--- config.mk ---
export PLATFORM = sky130hd
export DESIGN_NAME = stm_top
export DESIGN_NICKNAME = d
export VERILOG_FILES = /design/src/verilog/stm_pkg.sv /design/src/verilog/stm_top.sv /design/src/verilog/stm_settings_wb.sv /design/src/verilog/stm_swapchain.sv /design/src/verilog/time_sub.sv /design/src/verilog/ec_time_to_sys_time.sv /design/src/verilog/sync_idx_gen.sv /design/src/verilog/sys_time_counter.sv
export SDC_FILE = /design/constraint.sdc
export NUM_CORES = 1
export LEC_CHECK = 0
export ABC_AREA = 1
export BUFFER_PORTS_ARGS = -buffer_cell sky130_fd_sc_hd__clkbuf_2
export CAP_MARGIN = 20
export CORE_MARGIN = 2
export CORE_UTILIZATION = 50
export CTS_BUF_LIST = sky130_fd_sc_hd__clkbuf_8
export DETAILED_ROUTE_END_ITERATION = 10
export PLACE_DENSITY = 0.66
export SYNTH_ARGS = -nofsm -noshare
export SYNTH_HDL_FRONTEND = slang
export SYNTH_SLANG_ARGS = --single-unit
export TNS_END_PERCENT = 20
--- constraint.sdc ---
create_clock -name CLK -period 3.9 [get_ports CLK]
set_clock_uncertainty 0.1 [all_clocks]
set_input_delay 0.39 -clock CLK [delete_from_list [all_inputs] [get_ports CLK]]
set_output_delay 0.39 -clock CLK [all_outputs]
set_load 0.05 [all_outputs]
--- src/verilog/stm_pkg.sv ---
package stm_pkg;

  localparam int NumSegment = 2;
  localparam int Latency = 5;
  localparam int EcTimeShift = 3;
  localparam int EcLatency = 2;

  typedef logic [56:0] sys_time_t;
  typedef logic signed [57:0] time_diff_t;
  typedef logic [15:0] idx_t;
  typedef logic [7:0] mode_t;
  typedef logic [63:0] ec_time_t;
  typedef logic [3:0] wb_addr_t;
  typedef logic [31:0] wb_data_t;

  localparam mode_t TRANSITION_MODE_SYNC_IDX = 8'h00;
  localparam mode_t TRANSITION_MODE_SYS_TIME = 8'h01;
  localparam mode_t TRANSITION_MODE_GPIO = 8'h02;
  localparam mode_t TRANSITION_MODE_EXT = 8'hF0;

  localparam idx_t InfiniteRep = 16'hFFFF;

  // Word addresses of the settings registers.
  localparam wb_addr_t ADDR_CYCLE0 = 4'd0;
  localparam wb_addr_t ADDR_CYCLE1 = 4'd1;
  localparam wb_addr_t ADDR_REP0 = 4'd2;
  localparam wb_addr_t ADDR_REP1 = 4'd3;
  localparam wb_addr_t ADDR_FREQ_DIV0 = 4'd4;
  localparam wb_addr_t ADDR_FREQ_DIV1 = 4'd5;
  localparam wb_addr_t ADDR_MODE = 4'd6;
  localparam wb_addr_t ADDR_VALUE_LO = 4'd7;
  localparam wb_addr_t ADDR_VALUE_HI = 4'd8;
  localparam wb_addr_t ADDR_UPDATE = 4'd9;
  localparam wb_addr_t ADDR_STATUS = 4'd10;

  typedef enum logic [1:0] {
    WAIT_START,
    FINITE_LOOP,
    INFINITE_LOOP
  } swap_state_t;

  typedef enum logic {
    IDX_MODE_SYNC_IDX,
    IDX_MODE_TIC
  } idx_mode_t;

  typedef struct packed {
    logic     cyc;
    logic     stb;
    logic     we;
    wb_addr_t adr;
    wb_data_t dat;
  } wb_req_t;

  typedef struct packed {
    logic     ack;
    wb_data_t dat;
  } wb_rsp_t;

  typedef struct packed {
    idx_t [NumSegment-1:0] cycle;
    idx_t [NumSegment-1:0] rep;
    idx_t [NumSegment-1:0] freq_div;
    mode_t                 mode;
    logic                  req_segment;
    ec_time_t              value;
  } stm_settings_t;

endpackage
--- src/verilog/stm_top.sv ---
`timescale 1ns/10ps

module stm_top import stm_pkg::*; (
  input  logic                  CLK,
  input  logic                  rst_n,
  input  wb_req_t               wb_req,
  output wb_rsp_t               wb_rsp,
  input  logic [3:0]            gpio,
  output logic                  stop,
  output logic                  segment,
  output idx_t [NumSegment-1:0] idx
);

  sys_time_t sys_time;
  stm_settings_t settings;
  logic update_settings;
  idx_t [NumSegment-1:0] sync_idx;
  logic [3:0] gpio_meta;
  logic [3:0] gpio_sync;

  // The GPIO pins are asynchronous to CLK.
  always_ff @(posedge CLK or negedge rst_n) begin
    if (!rst_n) begin
      gpio_meta <= '0;
      gpio_sync <= '0;
    end else begin
      gpio_meta <= gpio;
      gpio_sync <= gpio_meta;
    end
  end

  sys_time_counter sys_time_counter_inst (
    .CLK      (CLK),
    .rst_n    (rst_n),
    .sys_time (sys_time)
  );

  stm_settings_wb stm_settings_wb_inst (
    .CLK             (CLK),
    .rst_n           (rst_n),
    .wb_req          (wb_req),
    .wb_rsp          (wb_rsp),
    .settings        (settings),
    .update_settings (update_settings),
    .stop            (stop),
    .segment         (segment)
  );

  sync_idx_gen sync_idx_gen_inst (
    .CLK      (CLK),
    .rst_n    (rst_n),
    .sys_time (sys_time),
    .cycle    (settings.cycle),
    .freq_div (settings.freq_div),
    .sync_idx (sync_idx)
  );

  stm_swapchain stm_swapchain_inst (
    .CLK             (CLK),
    .rst_n           (rst_n),
    .sys_time        (sys_time),
    .update_settings (update_settings),
    .settings        (settings),
    .sync_idx        (sync_idx),
    .gpio            (gpio_sync),
    .stop            (stop),
    .segment         (segment),
    .idx             (idx)
  );

endmodule

--- src/verilog/stm_settings_wb.sv ---
`timescale 1ns/10ps

module stm_settings_wb import stm_pkg::*; (
  input  logic          CLK,
  input  logic          rst_n,
  input  wb_req_t       wb_req,
  output wb_rsp_t       wb_rsp,
  output stm_settings_t settings,
  output logic          update_settings,
  input  logic          stop,
  input  logic          segment
);

  logic ack;
  logic access;
  wb_data_t rd_data;
  wb_data_t rd_mux;

  // A new access is accepted only while no ack is pending.
  assign access = wb_req.cyc && wb_req.stb && !ack;

  assign wb_rsp.ack = ack;
  assign wb_rsp.dat = rd_data;

  always_comb begin
    rd_mux = '0;
    case (wb_req.adr)
      ADDR_CYCLE0: rd_mux[15:0] = settings.cycle[0];
      ADDR_CYCLE1: rd_mux[15:0] = settings.cycle[1];
      ADDR_REP0: rd_mux[15:0] = settings.rep[0];
      ADDR_REP1: rd_mux[15:0] = settings.rep[1];
      ADDR_FREQ_DIV0: rd_mux[15:0] = settings.freq_div[0];
      ADDR_FREQ_DIV1: rd_mux[15:0] = settings.freq_div[1];
      ADDR_MODE: rd_mux[8:0] = {settings.req_segment, settings.mode};
      ADDR_VALUE_LO: rd_mux = settings.value[31:0];
      ADDR_VALUE_HI: rd_mux = settings.value[63:32];
      // Status has segment in bit 0 and stop in bit 1.
      ADDR_STATUS: rd_mux[1:0] = {stop, segment};
      default: rd_mux = '0;
    endcase
  end

  always_ff @(posedge CLK or negedge rst_n) begin
    if (!rst_n) begin
      ack <= 1'b0;
      update_settings <= 1'b0;
      settings <= '0;
      rd_data <= '0;
    end else begin
      ack <= access;
      update_settings <= access && wb_req.we && wb_req.adr == ADDR_UPDATE;
      if (access) begin
        rd_data <= rd_mux;
      end
      if (access && wb_req.we) begin
        case (wb_req.adr)
          ADDR_CYCLE0: settings.cycle[0] <= wb_req.dat[15:0];
          ADDR_CYCLE1: settings.cycle[1] <= wb_req.dat[15:0];
          ADDR_REP0: settings.rep[0] <= wb_req.dat[15:0];
          ADDR_REP1: settings.rep[1] <= wb_req.dat[15:0];
          ADDR_FREQ_DIV0: settings.freq_div[0] <= wb_req.dat[15:0];
          ADDR_FREQ_DIV1: settings.freq_div[1] <= wb_req.dat[15:0];
          ADDR_MODE: begin
            settings.mode <= wb_req.dat[7:0];
            settings.req_segment <= wb_req.dat[8];
          end
          ADDR_VALUE_LO: settings.value[31:0] <= wb_req.dat;
          ADDR_VALUE_HI: settings.value[63:32] <= wb_req.dat;
          default: ;
        endcase
      end
    end
  end

  a_ack_single: assert property (@(posedge CLK) disable iff (!rst_n)
    ack |=> !ack);

endmodule

--- src/verilog/stm_swapchain.sv ---
`timescale 1ns/10ps

module stm_swapchain import stm_pkg::*; (
  input  logic                  CLK,
  input  logic                  rst_n,
  input  sys_time_t             sys_time,
  input  logic                  update_settings,
  input  stm_settings_t         settings,
  input  idx_t [NumSegment-1:0] sync_idx,
  input  logic [3:0]            gpio,
  output logic                  stop,
  output logic                  segment,
  output idx_t [NumSegment-1:0] idx
);

  localparam int LatW = $clog2(Latency);

  swap_state_t state;
  idx_mode_t idx_mode;
  logic ext_mode;
  logic req_segment;
  idx_t rep;
  idx_t loop_cnt;
  idx_t [NumSegment-1:0] idx_old;
  idx_t [NumSegment-1:0] tic_idx;
  logic [NumSegment-1:0] idx_changed;
  logic wait_transition;
  logic [LatW-1:0] addsub_latency;
  logic tt_din_valid;
  logic tt_dout_valid;
  sys_time_t transition_time;
  time_diff_t time_diff;
  logic req_wrap;
  logic act_wrap;
  logic tic_wrap;
  logic loop_end;
  logic start;

  ec_time_to_sys_time ec_time_to_sys_time_inst (
    .CLK        (CLK),
    .rst_n      (rst_n),
    .ec_time    (settings.value),
    .din_valid  (tt_din_valid),
    .sys_time   (transition_time),
    .dout_valid (tt_dout_valid)
  );

  time_sub time_sub_inst (
    .CLK   (CLK),
    .rst_n (rst_n),
    .a     (sys_time),
    .b     (transition_time),
    .s     (time_diff)
  );

  for (genvar i = 0; i < NumSegment; i++) begin : gen_seg
    always_ff @(posedge CLK or negedge rst_n) begin
      if (!rst_n) begin
        idx_old[i] <= '0;
      end else begin
        idx_old[i] <= sync_idx[i];
      end
    end

    assign idx_changed[i] = idx_old[i] != sync_idx[i];
    assign idx[i] = (idx_mode == IDX_MODE_SYNC_IDX) ? idx_old[i] : tic_idx[i];

    a_tic_bound: assert property (@(posedge CLK) disable iff (!rst_n)
      state == FINITE_LOOP && idx_mode == IDX_MODE_TIC && segment == 1'(i)
        && $stable(settings.cycle[i]) |-> tic_idx[i] <= settings.cycle[i]);
  end

  // A wrap is the cycle in which an index has just moved back to 0.
  assign req_wrap = idx_changed[req_segment] && sync_idx[req_segment] == '0;
  assign act_wrap = idx_changed[segment] && sync_idx[segment] == '0;
  assign tic_wrap = tic_idx[segment] >= settings.cycle[segment];
  assign loop_end = (idx_mode == IDX_MODE_SYNC_IDX) ? act_wrap :
                    (idx_changed[segment] && tic_wrap);

  always_comb begin
    case (settings.mode)
      TRANSITION_MODE_SYNC_IDX: start = req_wrap;
      TRANSITION_MODE_SYS_TIME: begin
        start = !wait_transition && addsub_latency == LatW'(Latency - 1) && time_diff >= 0;
      end
      TRANSITION_MODE_GPIO: start = idx_changed[req_segment] && gpio[settings.value[1:0]];
      default: start = 1'b0;
    endcase
  end

  always_ff @(posedge CLK or negedge rst_n) begin
    if (!rst_n) begin
      state <= INFINITE_LOOP;
      idx_mode <= IDX_MODE_SYNC_IDX;
      ext_mode <= 1'b0;
      segment <= 1'b0;
      stop <= 1'b0;
      req_segment <= 1'b0;
      rep <= '0;
      loop_cnt <= '0;
      tic_idx <= '0;
      wait_transition <= 1'b0;
      addsub_latency <= '0;
      tt_din_valid <= 1'b0;
    end else if (update_settings) begin
      if (settings.rep[settings.req_segment] == InfiniteRep) begin
        stop <= 1'b0;
        segment <= settings.req_segment;
        idx_mode <= IDX_MODE_SYNC_IDX;
        ext_mode <= settings.mode == TRANSITION_MODE_EXT;
        state <= INFINITE_LOOP;
      end else begin
        rep <= settings.rep[settings.req_segment];
        req_segment <= settings.req_segment;
        tt_din_valid <= settings.mode == TRANSITION_MODE_SYS_TIME;
        wait_transition <= 1'b1;
        addsub_latency <= '0;
        state <= WAIT_START;
      end
    end else begin
      tt_din_valid <= 1'b0;
      case (state)
        WAIT_START: begin
          // The subtractor output is trusted once the converted time has filled it.
          if (wait_transition) begin
            if (tt_dout_valid) begin
              wait_transition <= 1'b0;
            end
          end else if (addsub_latency != LatW'(Latency - 1)) begin
            addsub_latency <= addsub_latency + 1'b1;
          end
          if (start) begin
            stop <= 1'b0;
            loop_cnt <= '0;
            segment <= req_segment;
            state <= FINITE_LOOP;
            if (settings.mode == TRANSITION_MODE_SYNC_IDX) begin
              idx_mode <= IDX_MODE_SYNC_IDX;
            end else begin
              idx_mode <= IDX_MODE_TIC;
              tic_idx[req_segment] <= '0;
            end
          end
        end
        INFINITE_LOOP: begin
          if (ext_mode && act_wrap) begin
            segment <= ~segment;
          end
        end
        FINITE_LOOP: begin
          if (loop_end) begin
            if (loop_cnt == rep) begin
              stop <= 1'b1;
            end else begin
              loop_cnt <= loop_cnt + 1'b1;
            end
          end
          if (idx_mode == IDX_MODE_TIC && idx_changed[segment]) begin
            tic_idx[segment] <= tic_wrap ? '0 : tic_idx[segment] + 1'b1;
          end
        end
        default: state <= INFINITE_LOOP;
      endcase
    end
  end

  a_stop_in_finite: assert property (@(posedge CLK) disable iff (!rst_n)
    $rose(stop) |-> $past(state) == FINITE_LOOP);

  a_segment_change: assert property (@(posedge CLK) disable iff (!rst_n)
    $changed(segment) |-> state == INFINITE_LOOP
      || (state == FINITE_LOOP && $past(state) == WAIT_START));

endmodule

--- src/verilog/time_sub.sv ---
`timescale 1ns/10ps

module time_sub import stm_pkg::*; (
  input  logic       CLK,
  input  logic       rst_n,
  input  sys_time_t  a,
  input  sys_time_t  b,
  output time_diff_t s
);

  localparam int DiffW = $bits(time_diff_t);
  localparam int SliceW = (DiffW + Latency - 1) / Latency;
  localparam int PadW = SliceW * Latency;

  typedef logic [PadW-1:0] pad_t;
  typedef logic [SliceW:0] part_t;

  pad_t a_ext;
  pad_t b_inv;
  pad_t a_pipe [Latency-1];
  pad_t b_pipe [Latency-1];
  logic c_pipe [Latency-1];
  pad_t s_pipe [Latency];
  part_t part [Latency];

  // Both times are unsigned, so they are zero extended.
  // The difference is a plus the inverted b plus one.
  assign a_ext = pad_t'(a);
  assign b_inv = ~pad_t'(b);

  always_comb begin
    part[0] = {1'b0, a_ext[SliceW-1:0]} + {1'b0, b_inv[SliceW-1:0]} + part_t'(1);
    for (int k = 1; k < Latency; k++) begin
      part[k] = {1'b0, a_pipe[k-1][k*SliceW +: SliceW]}
              + {1'b0, b_pipe[k-1][k*SliceW +: SliceW]}
              + part_t'(c_pipe[k-1]);
    end
  end

  always_ff @(posedge CLK or negedge rst_n) begin
    if (!rst_n) begin
      for (int k = 0; k < Latency - 1; k++) begin
        a_pipe[k] <= '0;
        b_pipe[k] <= '0;
        c_pipe[k] <= 1'b0;
      end
      for (int k = 0; k < Latency; k++) begin
        s_pipe[k] <= '0;
      end
    end else begin
      a_pipe[0] <= a_ext;
      b_pipe[0] <= b_inv;
      for (int k = 1; k < Latency - 1; k++) begin
        a_pipe[k] <= a_pipe[k-1];
        b_pipe[k] <= b_pipe[k-1];
      end
      for (int k = 0; k < Latency - 1; k++) begin
        c_pipe[k] <= part[k][SliceW];
      end
      s_pipe[0] <= pad_t'(part[0][SliceW-1:0]);
      for (int k = 1; k < Latency; k++) begin
        s_pipe[k] <= s_pipe[k-1];
        s_pipe[k][k*SliceW +: SliceW] <= part[k][SliceW-1:0];
      end
    end
  end

  assign s = time_diff_t'(s_pipe[Latency-1][DiffW-1:0]);

endmodule

--- src/verilog/ec_time_to_sys_time.sv ---
`timescale 1ns/10ps

module ec_time_to_sys_time import stm_pkg::*; (
  input  logic      CLK,
  input  logic      rst_n,
  input  ec_time_t  ec_time,
  input  logic      din_valid,
  output sys_time_t sys_time,
  output logic      dout_valid
);

  ec_time_t ec_time_q;
  logic [EcLatency-1:0] valid_pipe;

  assign dout_valid = valid_pipe[EcLatency-1];

  always_ff @(posedge CLK or negedge rst_n) begin
    if (!rst_n) begin
      valid_pipe <= '0;
      ec_time_q <= '0;
      sys_time <= '0;
    end else begin
      valid_pipe <= {valid_pipe[EcLatency-2:0], din_valid};
      ec_time_q <= ec_time;
      // One EC unit is an eighth of a clock, so the low bits drop out.
      sys_time <= sys_time_t'(ec_time_q >> EcTimeShift);
    end
  end

endmodule

--- src/verilog/sync_idx_gen.sv ---
`timescale 1ns/10ps

module sync_idx_gen import stm_pkg::*; (
  input  logic                  CLK,
  input  logic                  rst_n,
  input  sys_time_t             sys_time,
  input  idx_t [NumSegment-1:0] cycle,
  input  idx_t [NumSegment-1:0] freq_div,
  output idx_t [NumSegment-1:0] sync_idx
);

  sys_time_t last_time;
  logic tick;

  // The indices only move when the system time has advanced.
  assign tick = sys_time != last_time;

  always_ff @(posedge CLK or negedge rst_n) begin
    if (!rst_n) begin
      last_time <= '1;
    end else begin
      last_time <= sys_time;
    end
  end

  for (genvar i = 0; i < NumSegment; i++) begin : gen_seg
    idx_t div_cnt;
    idx_t idx_q;
    idx_t div_last;
    idx_t idx_last;

    assign div_last = freq_div[i] - 1'b1;
    assign idx_last = cycle[i] - 1'b1;
    assign sync_idx[i] = idx_q;

    always_ff @(posedge CLK or negedge rst_n) begin
      if (!rst_n) begin
        div_cnt <= '0;
        idx_q <= '0;
      end else if (idx_q > idx_last) begin
        // A shorter cycle was written while the index was beyond it.
        idx_q <= '0;
      end else if (tick) begin
        if (div_cnt >= div_last) begin
          div_cnt <= '0;
          idx_q <= (idx_q == idx_last) ? '0 : idx_q + 1'b1;
        end else begin
          div_cnt <= div_cnt + 1'b1;
        end
      end
    end

    a_idx_in_range: assert property (@(posedge CLK) disable iff (!rst_n)
      $stable(cycle[i]) |-> idx_q <= idx_last);
  end

endmodule

--- src/verilog/sys_time_counter.sv ---
`timescale 1ns/10ps

module sys_time_counter import stm_pkg::*; (
  input  logic      CLK,
  input  logic      rst_n,
  output sys_time_t sys_time
);

  always_ff @(posedge CLK or negedge rst_n) begin
    if (!rst_n) begin
      sys_time <= '0;
    end else begin
      sys_time <= sys_time + 1'b1;
    end
  end

  // Every consumer relies on exactly one tick per clock.
  a_one_tick: assert property (@(posedge CLK) disable iff (!rst_n)
    $past(rst_n) |-> sys_time == sys_time_t'($past(sys_time) + 1'b1));

endmodule

==> run_results.csv <==
group,metric,value,unit
cts,clkTransAtPathRegs,0.06,ns
sta,fin_crit,3.60,ns
logic_synthesis,seq_area_frac_synth,56.1,%
sta,slew_headroom,29.8,%
sta,final_hold_viol_count,0,
sta,setup_tns,0,ns
setup_path,worstSetupEndpointType,"flip-flop",
cells_and_area,area_growth,13.5,%
routing,dr.first_iter.drc_count,2545,
run,cap_violations,0,
logic_synthesis,yosys.area.top_type,"dfrtp_1",
sta,min_period_over_period,92.4,%
logic_synthesis,yosys.area.top_type_share,52.1,%
sta,slew_violations,0,
global_route,use_met3,4.80,%
cts,clock_latency,0.80,ns
cells_and_area,final_util,57.2,%
routing,vias,28300,
logic_synthesis,avgSynthCellArea,9.38,um^2
setup_path,cp_data_arrival_time,4.19,ns
routing,vias_per_cell,5.34,
global_route,grt_pass1_vias,27200,
cts,cts_tree,"yes",
global_route,antenna_found_initial,5,
floorplan,boundaryPins,112,
status,status,"completed",
placed_design,io_buffer_count,111,
power_and_ir_drop,p_leak,0.0208,uW
cts,htree_num_levels,4,
sta,final-setup-viol-count,0,
cells_and_area,drive_gt1_share,12.5,%
cts,cts_sinks,838,
floorplan,start_util,50.4,%
logic_synthesis,synth-async-reset-ratio,100,%
global_route,met2_usage,38.5,%
cts,root_buffer,"clkbuf_8",
logic_synthesis,synth_cell_types,61,
floorplan,die_area,77200,um^2
worst_hold_path,hold_class,"input pin to flip-flop",
sta,tightest_slew,1.05,ns
logic_synthesis,synth_warnings,0,
cells_and_area,seqCellArea,21000,um^2
logic_synthesis,synthMuxAreaShare,0,%
sta,fmax,278,MHz
setup_path,max_stage_delay,0.37,ns
logic_synthesis,syn-num-nets,4194,
logic_synthesis,synth_cells,3996,
floorplan,die_w,278,um
sta,setup_ws,0.297,ns
sta,timing.hold.ws,0.0776,ns
floorplan,core.rowCount,100,
power_and_ir_drop,switching_power,7010,uW
logic_synthesis,yosys.area_share.simple,20.3,%
cells_and_area,final_nets,4427,
placed_design,gp_routability_congestion,0.953,
cells_and_area,layout_commonest_cell,"nand2_1",
power_and_ir_drop,p_comb_share,18.6,%
setup_path,path_cells,"inv_1 > ha_1 > nand2_1 > nor3_1 > nand2_1 > nor2_1 > nand3_1 > nor2_1 > xor2_1 > inv_1 > ha_1 > nand2_1 > inv_1 > nand3_1 > nor3_1 > nand3_1 > nand3_1 > buf_4 > nor3b_1 > nand2_1 > nand2_1",
logic_synthesis,synth_xor_area_share,5.56,%
setup_path,critPathRequiredTime,4.48,ns
logic_synthesis,netlist_area,37500,um^2
global_route,grt_busiest_layer,"met1",
power_and_ir_drop,swShare,32.2,%
power_and_ir_drop,seqPwrFrac,45.8,%
logic_synthesis,ys.flop_type,"dfrtp_1",
setup_path,worstRegToRegCells,21,
setup_path,cp-start-kind,"flip-flop",
logic_synthesis,synth_top_family_by_area,"simple AND/OR/NAND/NOR gates",
routing,drc,0,
global_route,grt_max_degree,113,
routing,routed_wirelength,99.5,mm
global_route,grt_pass1_wl,157,mm
floorplan,die_h,278,um
power_and_ir_drop,ir_drop,0.287,mV
cts,ctsLongestPathBuffers,3,
power_and_ir_drop,p_int,14800,uW
logic_synthesis,synthTopCellsByArea,"dfrtp_1 52%, nand2_1 10%, ha_1 4.8%, dfstp_2 4.1%, inv_1 4.0%",
cells_and_area,layout_common_cells,"1,005 x nand2_1, 779 x dfrtp_1, 436 x inv_1",
power_and_ir_drop,powerDensity,512,nW/um^2
setup_path,worstPathMaxFanout,21,
setup_path,critPathKind,"flip-flop to flip-flop",
global_route,grt_util_all_layers,26.2,%
power_and_ir_drop,power_frac_clock,35.6,%
cells_and_area,nFillCells,6562,
global_route,use_met1,39.1,%
floorplan,core,74300,um^2
logic_synthesis,synth_compound_area_share,7.21,%
logic_synthesis,ys_ff_latch,838,
routing,wl_per_cell,18.7,um
placed_design,place_ws,0.135,ns
power_and_ir_drop,fin_total_pwr,21800,uW
logic_synthesis,synth_fa_ha_area_share,5.27,%
cts,cts_buffers,136,
worst_hold_path,hold_depth,5,
sta,grt_setup_unrepaired,"true",
setup_path,cpMostUsedCell,"nand2_1",
routing,first_pass_iters,6,
cells_and_area,multi_input_area,14500,um^2
routing,antenna_left,0,
global_route,overflow,0,
placed_design,dp_hpwl,72.2,mm
setup_path,cp_slowest_cell,"dfrtp_1",
logic_synthesis,synth_edf_count,0,
[sequential cells by signal, indices dropped and copies added (netlist names), 2 cells and up]
name,cells
stm_settings_wb_inst.settings,169
stm_swapchain_inst.tic_idx,32
stm_swapchain_inst.rep,16
sync_idx_gen_inst.last_time,57
stm_swapchain_inst.ec_time_to_sys_time_inst.valid_pipe,2
stm_swapchain_inst.time_sub_inst.b_pipe,112
sys_time_counter_inst.sys_time,57
stm_settings_wb_inst.rd_data,32
stm_swapchain_inst.time_sub_inst.c_pipe,4
stm_swapchain_inst.time_sub_inst.a_pipe,108
sync_idx_gen_inst.gen_seg.idx_q,32
stm_swapchain_inst.state,2
stm_swapchain_inst.ec_time_to_sys_time_inst.ec_time_q,57
gpio_sync,4
stm_swapchain_inst.addsub_latency,3
gpio_meta,4
stm_swapchain_inst.loop_cnt,16
stm_swapchain_inst.idx_old,32
stm_swapchain_inst.ec_time_to_sys_time_inst.sys_time,57
sync_idx_gen_inst.gen_seg.div_cnt,32
[synth_stat cells, drive strengths merged, types with 11 or more instances]
| cell | number |
|---|---|
| ha | 145 |
| o21ai | 300 |
| clkbuf | 75 |
| nand3 | 162 |
| buf | 36 |
| a21o | 11 |
| a31oi | 28 |
| a221oi | 16 |
| nand4 | 100 |
| xor2 | 168 |
| dfstp | 58 |
| nand2 | 1029 |
| nor2 | 304 |
| o22ai | 18 |
| inv | 413 |
| nor3 | 86 |
| a21oi | 79 |
| dfrtp | 780 |
| nor4 | 43 |
| xnor2 | 70 |
[power groups by stage]
| stage | Clock, uW | Combinational [uW] | Sequential [uW] |
|---|---|---|---|
| after floorplan | 0 | 2650 | 10000 |
| after global placement | 0 | 3860 | 10100 |
| after detailed placement | 0 | 3940 | 10100 |
| after CTS | 7930 | 3990 | 9960 |
| after global routing | 8340 | 4560 | 10000 |
| final | 7750 | 4040 | 9980 |
[area by class of cell]
class	instances	area share, %
repair inverters	3	0.0530
inverters	415	3.67
well taps	969	2.85
clock buffers	161	5.21
repair buffers	203	3.30
clock inverters	85	1.44
multi-input cells	2632	34.0
diodes	1	0.00588
flip-flops and latches	838	49.5
[metal layers]
layer,share of wire [%],vias up
met5,0.013,-
met4,2.7,2
met3,7.5,172
met2,44,1069
met1,46,13600
li1,-,13400
[worst max-delay path, delay by kind of cell (launching register included)]
family / cells / cell delay (ns)
xor gates and xnor gates: 1 / 0.18
DFF: 1 / 0.37
buffers and inverters: 4 / 0.56
and+or+nand+nor: 14 / 1.81
adders and majority gates: 2 / 0.48
[repair_timing]
action | CTS | global route
hold buffers | 33 | 0
resized for setup | 0 | 19
endpoints found under the setup margin | 0 | 48
setup buffers | 0 | 1
endpoints found under the hold margin | 151 | 0
[stage by stage]
step,cell area [um^2],cells
6_report,42500,5307
5_1_grt,42500,5307
4_1_cts,42400,5302
3_5_place_dp,39300,5023
3_3_place_gp,39300,5023
2_1_floorplan,37500,3996
[cells by family (layout without fill, tap and decap cells)]
family | after synthesis | in the layout
and+or+nand+nor | 1753 | 1753
DFF | 838 | 838
buffers and inverters | 526 | 867
AOI/OAI and AO/OA | 487 | 487
xor gates and xnor gates | 238 | 238
adders and majority gates | 153 | 153
other | 1 | 2
[worst paths after layout]
kind | start | endpoint | slack [ns]
hold / removal | wb_req[36] | stm_settings_wb_inst.settings[43] | 0.08
hold reg to reg | stm_swapchain_inst.time_sub_inst.a_pipe[214] | stm_swapchain_inst.time_sub_inst.a_pipe[154] | 0.22
setup / recovery | stm_settings_wb_inst.settings[73] | sync_idx_gen_inst.gen_seg[0].div_cnt[2] | 0.30
min in group asynchronous | rst_n | sync_idx_gen_inst.gen_seg[1].idx_q[4] | 0.13
max in group asynchronous | rst_n | stm_settings_wb_inst.settings[76] | 2.46
setup reg to reg | stm_settings_wb_inst.settings[73] | sync_idx_gen_inst.gen_seg[0].div_cnt[2] | 0.30
Power figures use the tool's default switching activity.
